===== src/logic/mavg_pkg.sv =====
package mavg_pkg;

    // Interleaved channels per frame.
    localparam int NUM_LANES = 4;

    // Channel index width.
    localparam int CHAN_WIDTH = $clog2(NUM_LANES);

    // Signed sample width, input and output.
    localparam int SAMPLE_WIDTH = 16;

    // Boxcar window length in samples.
    localparam int WINDOW_LEN = 16;

    // Pointer width, also the normalizing shift.
    localparam int WINDOW_LOG2 = $clog2(WINDOW_LEN);

    // Comb difference carries one extra bit.
    localparam int DIFF_WIDTH = SAMPLE_WIDTH + 1;

    // Integrator holds the full window sum without overflow.
    localparam int ACC_WIDTH = SAMPLE_WIDTH + WINDOW_LOG2;

    // Read latency of the window RAM.
    localparam int RAM_LATENCY = 2;

    // Dispatch register, lane pipeline and collector register.
    localparam int TOTAL_LATENCY = 1 + RAM_LATENCY + 2 + 1;

endpackage

===== src/logic/multichannel_average.sv =====
module multichannel_average
    import mavg_pkg::*;
(
    input  logic                           clk,
    input  logic                           rst,
    input  logic                           in_valid,
    input  logic                           in_sof,
    input  logic signed [SAMPLE_WIDTH-1:0] in_sample,
    output logic                           out_valid,
    output logic [CHAN_WIDTH-1:0]          out_channel,
    output logic signed [SAMPLE_WIDTH-1:0] out_sample
);

    logic [NUM_LANES-1:0]              lane_valid;
    logic [SAMPLE_WIDTH-1:0]           lane_sample;
    logic [NUM_LANES-1:0]              avg_valid;
    logic [NUM_LANES*SAMPLE_WIDTH-1:0] avg_sample;

    lane_dispatch dispatch_inst (
        .clk         (clk),
        .rst         (rst),
        .in_valid    (in_valid),
        .in_sof      (in_sof),
        .in_sample   (in_sample),
        .lane_valid  (lane_valid),
        .lane_sample (lane_sample)
    );

    // One averaging lane per channel.
    for (genvar g = 0; g < NUM_LANES; g++) begin : gen_lane
        boxcar_lane lane_inst (
            .clk          (clk),
            .rst          (rst),
            .sample_valid (lane_valid[g]),
            .sample       (lane_sample),
            .avg_valid    (avg_valid[g]),
            .avg          (avg_sample[g*SAMPLE_WIDTH +: SAMPLE_WIDTH])
        );
    end

    result_collect collect_inst (
        .clk         (clk),
        .rst         (rst),
        .avg_valid   (avg_valid),
        .avg_sample  (avg_sample),
        .out_valid   (out_valid),
        .out_channel (out_channel),
        .out_sample  (out_sample)
    );

endmodule


===== src/logic/result_collect.sv =====
module result_collect
    import mavg_pkg::*;
(
    input  logic                              clk,
    input  logic                              rst,
    input  logic [NUM_LANES-1:0]              avg_valid,
    input  logic [NUM_LANES*SAMPLE_WIDTH-1:0] avg_sample,
    output logic                              out_valid,
    output logic [CHAN_WIDTH-1:0]             out_channel,
    output logic [SAMPLE_WIDTH-1:0]           out_sample
);

    logic [CHAN_WIDTH-1:0]   sel_chan;
    logic [SAMPLE_WIDTH-1:0] sel_sample;

    // Encode the active lane and pick its result.
    always_comb begin
        sel_chan   = '0;
        sel_sample = avg_sample[SAMPLE_WIDTH-1:0];
        for (int i = 0; i < NUM_LANES; i++) begin
            if (avg_valid[i]) begin
                sel_chan   = CHAN_WIDTH'(i);
                sel_sample = avg_sample[i*SAMPLE_WIDTH +: SAMPLE_WIDTH];
            end
        end
    end

    always_ff @(posedge clk) begin
        if (rst) begin
            out_valid <= 1'b0;
        end else begin
            out_valid <= |avg_valid;
        end
    end

    always_ff @(posedge clk) begin
        if (|avg_valid) begin
            out_channel <= sel_chan;
            out_sample  <= sel_sample;
        end
    end

    // Equal lane latency keeps lane results from colliding.
    lane_result_single: assert property (@(posedge clk) disable iff (rst)
        $onehot0(avg_valid))
        else $error("Two lane results in one cycle.");

endmodule


===== src/logic/lane_dispatch.sv =====
module lane_dispatch
    import mavg_pkg::*;
(
    input  logic                    clk,
    input  logic                    rst,
    input  logic                    in_valid,
    input  logic                    in_sof,
    input  logic [SAMPLE_WIDTH-1:0] in_sample,
    output logic [NUM_LANES-1:0]    lane_valid,
    output logic [SAMPLE_WIDTH-1:0] lane_sample
);

    logic [CHAN_WIDTH-1:0] chan_pos;
    logic [CHAN_WIDTH-1:0] cur_chan;

    // Frame start forces this sample onto channel 0.
    assign cur_chan = in_sof ? '0 : chan_pos;

    always_ff @(posedge clk) begin
        if (rst) begin
            chan_pos   <= '0;
            lane_valid <= '0;
        end else begin
            lane_valid <= '0;
            if (in_valid) begin
                lane_valid[cur_chan] <= 1'b1;
                if (cur_chan == CHAN_WIDTH'(NUM_LANES - 1)) begin
                    chan_pos <= '0;
                end else begin
                    chan_pos <= cur_chan + 1'b1;
                end
            end
        end
    end

    // Shared sample bus, qualified by the lane strobes.
    always_ff @(posedge clk) begin
        if (in_valid) begin
            lane_sample <= in_sample;
        end
    end

    lane_strobe_single: assert property (@(posedge clk) disable iff (rst)
        $onehot0(lane_valid))
        else $error("More than one lane strobe raised.");

endmodule


===== src/logic/boxcar_lane.sv =====
module boxcar_lane
    import mavg_pkg::*;
(
    input  logic                    clk,
    input  logic                    rst,
    input  logic                    sample_valid,
    input  logic [SAMPLE_WIDTH-1:0] sample,
    output logic                    avg_valid,
    output logic [SAMPLE_WIDTH-1:0] avg
);

    logic [WINDOW_LOG2-1:0]         wr_ptr;
    logic [WINDOW_LOG2-1:0]         rd_ptr;
    logic [WINDOW_LOG2:0]           fill_cnt;
    logic                           history_full;

    logic [RAM_LATENCY-1:0]         valid_pipe;
    logic [RAM_LATENCY-1:0]         full_pipe;
    logic [SAMPLE_WIDTH-1:0]        sample_pipe [RAM_LATENCY];
    logic [SAMPLE_WIDTH-1:0]        ram_rdata;

    logic signed [SAMPLE_WIDTH-1:0] new_sample;
    logic signed [SAMPLE_WIDTH-1:0] old_sample;
    logic                           valid_comb;
    logic signed [DIFF_WIDTH-1:0]   comb_diff;
    logic signed [ACC_WIDTH-1:0]    integ;

    assign history_full = (fill_cnt == (WINDOW_LOG2 + 1)'(WINDOW_LEN));

    // Read pointer runs one slot ahead of the write pointer.
    always_ff @(posedge clk) begin
        if (rst) begin
            wr_ptr   <= '0;
            rd_ptr   <= WINDOW_LOG2'(1);
            fill_cnt <= '0;
        end else if (sample_valid) begin
            wr_ptr <= wr_ptr + 1'b1;
            rd_ptr <= rd_ptr + 1'b1;
            if (!history_full) begin
                fill_cnt <= fill_cnt + 1'b1;
            end
        end
    end

    always_ff @(posedge clk) begin
        if (rst) begin
            valid_pipe <= '0;
        end else begin
            valid_pipe <= {valid_pipe[RAM_LATENCY-2:0], sample_valid};
        end
    end

    // Sample and fill state ride along with the RAM read.
    always_ff @(posedge clk) begin
        sample_pipe[0] <= sample;
        full_pipe      <= {full_pipe[RAM_LATENCY-2:0], history_full};
        for (int i = 1; i < RAM_LATENCY; i++) begin
            sample_pipe[i] <= sample_pipe[i-1];
        end
    end

    // The write lands one cycle after the strobe, on the slot the read
    // already latched, so the read returns the sample from WINDOW_LEN
    // strobes back.
    window_ram ram_inst (
        .clk   (clk),
        .wen   (valid_pipe[0]),
        .waddr (wr_ptr),
        .wdata (sample_pipe[0]),
        .raddr (rd_ptr),
        .rdata (ram_rdata)
    );

    always_ff @(posedge clk) begin
        if (rst) begin
            valid_comb <= 1'b0;
            avg_valid  <= 1'b0;
        end else begin
            valid_comb <= valid_pipe[RAM_LATENCY-1];
            avg_valid  <= valid_comb;
        end
    end

    assign new_sample = sample_pipe[RAM_LATENCY-1];

    // Zero history until the window has been filled once.
    assign old_sample = full_pipe[RAM_LATENCY-1] ? ram_rdata : '0;

    always_ff @(posedge clk) begin
        comb_diff <= {new_sample[SAMPLE_WIDTH-1], new_sample}
                   - {old_sample[SAMPLE_WIDTH-1], old_sample};
    end

    always_ff @(posedge clk) begin
        if (rst) begin
            integ <= '0;
        end else if (valid_comb) begin
            integ <= integ + {{(ACC_WIDTH - DIFF_WIDTH){comb_diff[DIFF_WIDTH-1]}}, comb_diff};
        end
    end

    // Round half up on the discarded fraction.
    assign avg = integ[ACC_WIDTH-1 -: SAMPLE_WIDTH]
               + {{(SAMPLE_WIDTH - 1){1'b0}}, integ[WINDOW_LOG2-1]};

    fill_bound: assert property (@(posedge clk) disable iff (rst)
        fill_cnt <= (WINDOW_LOG2 + 1)'(WINDOW_LEN))
        else $error("Fill counter beyond window length.");

endmodule


===== src/logic/window_ram.sv =====
module window_ram
    import mavg_pkg::*;
(
    input  logic                    clk,
    input  logic                    wen,
    input  logic [WINDOW_LOG2-1:0]  waddr,
    input  logic [SAMPLE_WIDTH-1:0] wdata,
    input  logic [WINDOW_LOG2-1:0]  raddr,
    output logic [SAMPLE_WIDTH-1:0] rdata
);

    logic [SAMPLE_WIDTH-1:0] mem [WINDOW_LEN];
    logic [WINDOW_LOG2-1:0]  raddr_q;
    logic [SAMPLE_WIDTH-1:0] rd_pipe [RAM_LATENCY-1];

    always_ff @(posedge clk) begin
        if (wen) begin
            mem[waddr] <= wdata;
        end
    end

    // Address register, array read, then output stages.
    always_ff @(posedge clk) begin
        raddr_q    <= raddr;
        rd_pipe[0] <= mem[raddr_q];
        for (int i = 1; i < RAM_LATENCY - 1; i++) begin
            rd_pipe[i] <= rd_pipe[i-1];
        end
    end

    assign rdata = rd_pipe[RAM_LATENCY-2];

endmodule


===== config.mk =====
export PLATFORM = sky130hd
export DESIGN_NAME = multichannel_average
export DESIGN_NICKNAME = d
export VERILOG_FILES = /design/src/logic/mavg_pkg.sv /design/src/logic/multichannel_average.sv /design/src/logic/result_collect.sv /design/src/logic/lane_dispatch.sv /design/src/logic/boxcar_lane.sv /design/src/logic/window_ram.sv
export SDC_FILE = /design/constraint.sdc
export NUM_CORES = 2
export LEC_CHECK = 0
export ABC_AREA = 1
export BUFFER_PORTS_ARGS = -buffer_cell sky130_fd_sc_hd__buf_2
export CAP_MARGIN = 10
export CORE_ASPECT_RATIO = 0.75
export CORE_UTILIZATION = 58
export CTS_CLUSTER_SIZE = 25
export DETAILED_ROUTE_END_ITERATION = 12
export PLACE_DENSITY_LB_ADDON = 0.15
export SLEW_MARGIN = 15
export SYNTH_ARGS = -nofsm -noshare
export SYNTH_HDL_FRONTEND = slang
export SYNTH_SLANG_ARGS = --single-unit

===== constraint.sdc =====
create_clock -name clk -period 6.55 [get_ports clk]
set_input_delay 1.31 -clock clk [delete_from_list [all_inputs] [get_ports clk]]
set_output_delay 1.31 -clock clk [all_outputs]
set_load 0.02 [all_outputs]

==> metrics.md <==
| Metric | Value |
|---|---|
| Net count, final | `5,908` |
| Iteration-0 DRC Markers | `4,123` |
| Top FF cell, synth | `sky130_fd_sc_hd__edfxtp_1` |
| Insertion delay to the later sink of the worst-skew pair | `0.75 ns` |
| Starting Density | `58.58%` |
| FF+latch count, synth | `1,401` |
| Number of hold-repair buffers added at the cts stage | `0` |
| # DRC | `0` |
| Maximum clock frequency | `0.3628 GHz` |
| Worst Hold Class | `reg2reg` |
| Unrepaired setup endpoints after global routing | `false` |
| Standby leakage power | `27.37 nW` |
| TritonCTS buffer count | `135` |
| Sequential cell area | `38,680 um^2` |
| Mean number of vias per cell | `5.719` |
| Multi-input gate area | `19,370 um^2` |
| Number of antenna violations at the first check in global routing | `6` |
| Slew headroom | `22.87%` |
| Vias in the first global route | `38.44k` |
| Die area | `107,800 um^2` |
| Required time of the critical path | `7.17 ns` |
| Yosys warning total | `0` |
| Number of setup violations in the final report | `0` |
| Startpoint class of the critical path | `flop` |
| # clock sinks | `1,401` |
| Total routing usage reported by global routing | `28.61%` |
| Total congestion overflow after global routing | `0` |
| Global-route wire length before repair | `232,700 um` |
| Internal reg-to-reg setup slack | `3.79 ns` |
| WL/cell | `21.11 um` |
| Largest net degree at the start of global routing | `193` |
| CTS H-Tree Depth | `4` |
| Quantity of I/O buffers inserted on ports | `38` |
| Maximum buffer depth of the clock tree | `3` |
| Final Routed Wirelength | `152,500 um` |
| Number of enable-type register cells in the synthesized netlist | `1,058` |
| Remaining number of nets flagged by the antenna check after routing | `0` |
| Clock period minus final worst setup slack | `2.757 ns` |
| Post-synthesis instance area | `61,750 um^2` |
| Worst setup EP type | `flop` |
| Summed negative setup slack over all endpoints | `0 ns` |
| Average cell area after synthesis | `10.90 um^2` |
| VDD IR-drop max | `0.2379 mV` |
| Placed insts | `6,979` |
| Fraction of final layout cells with drive strength greater than 1 | `6.577%` |
| Clock-pin slew on the worst setup and hold paths | `0.06 ns` |
| Via count of the routed design | `41.33k` |
| Post-CTS setup buffer count | `0` |
| Layout filler cell count | `8,241` |
| DRT Pass-1 Iters | `6` |
| Sequential-to-total area share from yosys stat | `62.57%` |
| Maximum clock skew at final layout | `0.02514 ns` |
| Final core occ | `64.16%` |
| Detailed-placement wirelength estimate | `95,960 um` |
| Syn nets | `5,876` |
| Cell Count, Final, Fillers Out | `7,227` |
| GPL Wtd Cong | `0.9029` |
| Final period utilization | `42.09%` |
| Hold path start | `gen_lane[1].lane_inst.full_pipe[0]` |
| # rows | `103` |
| Power density over the cells | `276.8 nW/um^2` |
| Pin slew with the least headroom to its limit | `1.156 ns` |
| Count of boundary I/O pins | `39` |
| Slew Viols, Final | `0` |
| Result of the run | `completed` |
| Height of the chip | `284.6 um` |
| Worst setup path class | `reg2reg` |
| Worst EP arrival | `3.38 ns` |
| Final Hold Fails | `0` |
| # resized after CTS | `0` |
| Maximum capacitance violations | `0` |
| Proportion of synthesized flip-flops having asynchronous set or reset | `0%` |
| Area of the core | `105,400 um^2` |
| Unique cell type count in the Yosys netlist | `47` |
| TritonCTS clock tree | `built` |
| Post-synthesis instance total | `5,667` |
| Highest net fanout along the worst path | `83` |
| Buffer cell driving the clock tree root | `sky130_fd_sc_hd__clkbuf_16` |
| Area Growth Syn to Fin | `9.527%` |
| Overall die width | `378.8 um` |
## final timing paths
check	depth (start not counted)	endpoint
worst max-delay path	6	gen_lane[2].lane_inst.ram_inst.rd_pipe[0][7]
worst min-delay path	0	gen_lane[1].lane_inst.full_pipe[1]
worst max register to register	6	gen_lane[2].lane_inst.ram_inst.rd_pipe[0][7]
worst min register to register	0	gen_lane[1].lane_inst.full_pipe[1]
## cell usage after synthesis, types with 22 or more instances
master / count / share of area, %
sky130_fd_sc_hd__edfxtp_1: 1058 / 51
sky130_fd_sc_hd__nand2_1: 815 / 5.0
sky130_fd_sc_hd__inv_1: 679 / 4.1
sky130_fd_sc_hd__a21oi_1: 476 / 3.9
sky130_fd_sc_hd__o21ai_0: 455 / 3.7
sky130_fd_sc_hd__nor2_1: 359 / 2.2
sky130_fd_sc_hd__dfxtp_1: 343 / 11
sky130_fd_sc_hd__nand3_1: 273 / 2.2
sky130_fd_sc_hd__o211ai_1: 265 / 3.2
sky130_fd_sc_hd__mux2i_1: 256 / 4.1
sky130_fd_sc_hd__ha_1: 181 / 3.7
sky130_fd_sc_hd__clkbuf_1: 125 / 0.76
sky130_fd_sc_hd__xor2_1: 74 / 1.0
sky130_fd_sc_hd__nor3_1: 54 / 0.44
sky130_fd_sc_hd__buf_2: 31 / 0.25
sky130_fd_sc_hd__buf_1: 22 / 0.13
## worst max-delay path, cell delays in order, from the launching register on
cell and delay [ns]:
sky130_fd_sc_hd__dfxtp_4 0.98, sky130_fd_sc_hd__buf_4 0.86, sky130_fd_sc_hd__a21oi_1 0.16, sky130_fd_sc_hd__o21ai_0 0.12, sky130_fd_sc_hd__o211ai_1 0.15, sky130_fd_sc_hd__nand3_1 0.16, sky130_fd_sc_hd__nand2_1 0.08
## layer usage
metal | track usage, % | routed length [um]
met5 | 0 | 27
met4 | 6.220 | 2562
met3 | 5.288 | 13110
met2 | 40.91 | 64040
met1 | 45.17 | 72790
## state kept, by name (all words and copies together), names as in the netlist, 16 cells and up, named ones only
name                                 count
gen_lane.lane_inst.integ                80
dispatch_inst.lane_sample               16
gen_lane.lane_inst.ram_inst.rd_pipe     64
gen_lane.lane_inst.rd_ptr               16
gen_lane.lane_inst.ram_inst.mem       1024
collect_inst.out_sample                 16
gen_lane.lane_inst.sample_pipe          32
gen_lane.lane_inst.fill_cnt             20
gen_lane.lane_inst.comb_diff            68
gen_lane.lane_inst.wr_ptr               16
## cells in the final DEF, fill, tap and decap left out, types with 11 or more instances in the layout
cell,n
sky130_fd_sc_hd__o21ai_0,455
sky130_fd_sc_hd__o21ai_1,11
sky130_fd_sc_hd__o21bai_1,14
sky130_fd_sc_hd__buf_2,37
sky130_fd_sc_hd__clkbuf_1,34
sky130_fd_sc_hd__dfxtp_1,319
sky130_fd_sc_hd__mux2i_1,256
sky130_fd_sc_hd__clkinv_1,19
sky130_fd_sc_hd__nand4_1,21
sky130_fd_sc_hd__xor2_1,74
sky130_fd_sc_hd__o211ai_1,265
sky130_fd_sc_hd__dfxtp_2,17
sky130_fd_sc_hd__clkbuf_16,139
sky130_fd_sc_hd__nand2_1,815
sky130_fd_sc_hd__nor2_2,25
sky130_fd_sc_hd__clkinv_2,21
sky130_fd_sc_hd__xnor2_1,20
sky130_fd_sc_hd__edfxtp_1,1058
sky130_fd_sc_hd__nor3_1,54
sky130_fd_sc_hd__inv_1,679
sky130_fd_sc_hd__a21oi_1,476
sky130_fd_sc_hd__nor2_1,338
sky130_fd_sc_hd__buf_4,80
sky130_fd_sc_hd__ha_1,181
sky130_fd_sc_hd__nand3_1,273
## per-stage QoR
step,setup WS (ns),instance area [um^2],hold slack (ns),power (mW)
floorplan,4.330,61750,0.3096,10.74
detailed placement,3.455,63240,0.3144,11.15
finish,3.793,67640,0.3274,18.72
global route,3.560,67630,0.3410,19.33
CTS,3.825,67630,0.3281,18.82
global placement,3.498,63240,0.3112,11.13
## area by class of cell
class	count	area share (%)
antenna	2	0.007400
clock buffer	181	5.494
clock inverter	65	0.9915
inverter	690	3.829
multi-input combinational	3352	28.64
sequential	1401	57.20
tap	1417	2.621
timing repair buffer	119	1.221
## logic make-up (layout without fill, tap and decap cells)
group,Yosys count,count (layout),share of synthesized area (%)
AO/OA/AOI/OAI,1255,1255,11.45
multiplexers,256,256,4.150
flip-flops,1401,1401,62.57
AND/OR/NAND/NOR,1558,1558,10.43
other,0,2,0
adder cells (fa/ha/maj),189,189,3.927
XOR/XNOR,94,94,1.333
buffers and inverters,914,1055,6.149
## power by group
part	leakage (nW)	internal [mW]	total, mW	switching [mW]
logic	12.9	0.328	1.09	0.766
clock network	2.13	4.41	7.75	3.33
registers	12.4	9.72	9.88	0.161
Note: power is estimated with default switching activity, not from simulation.
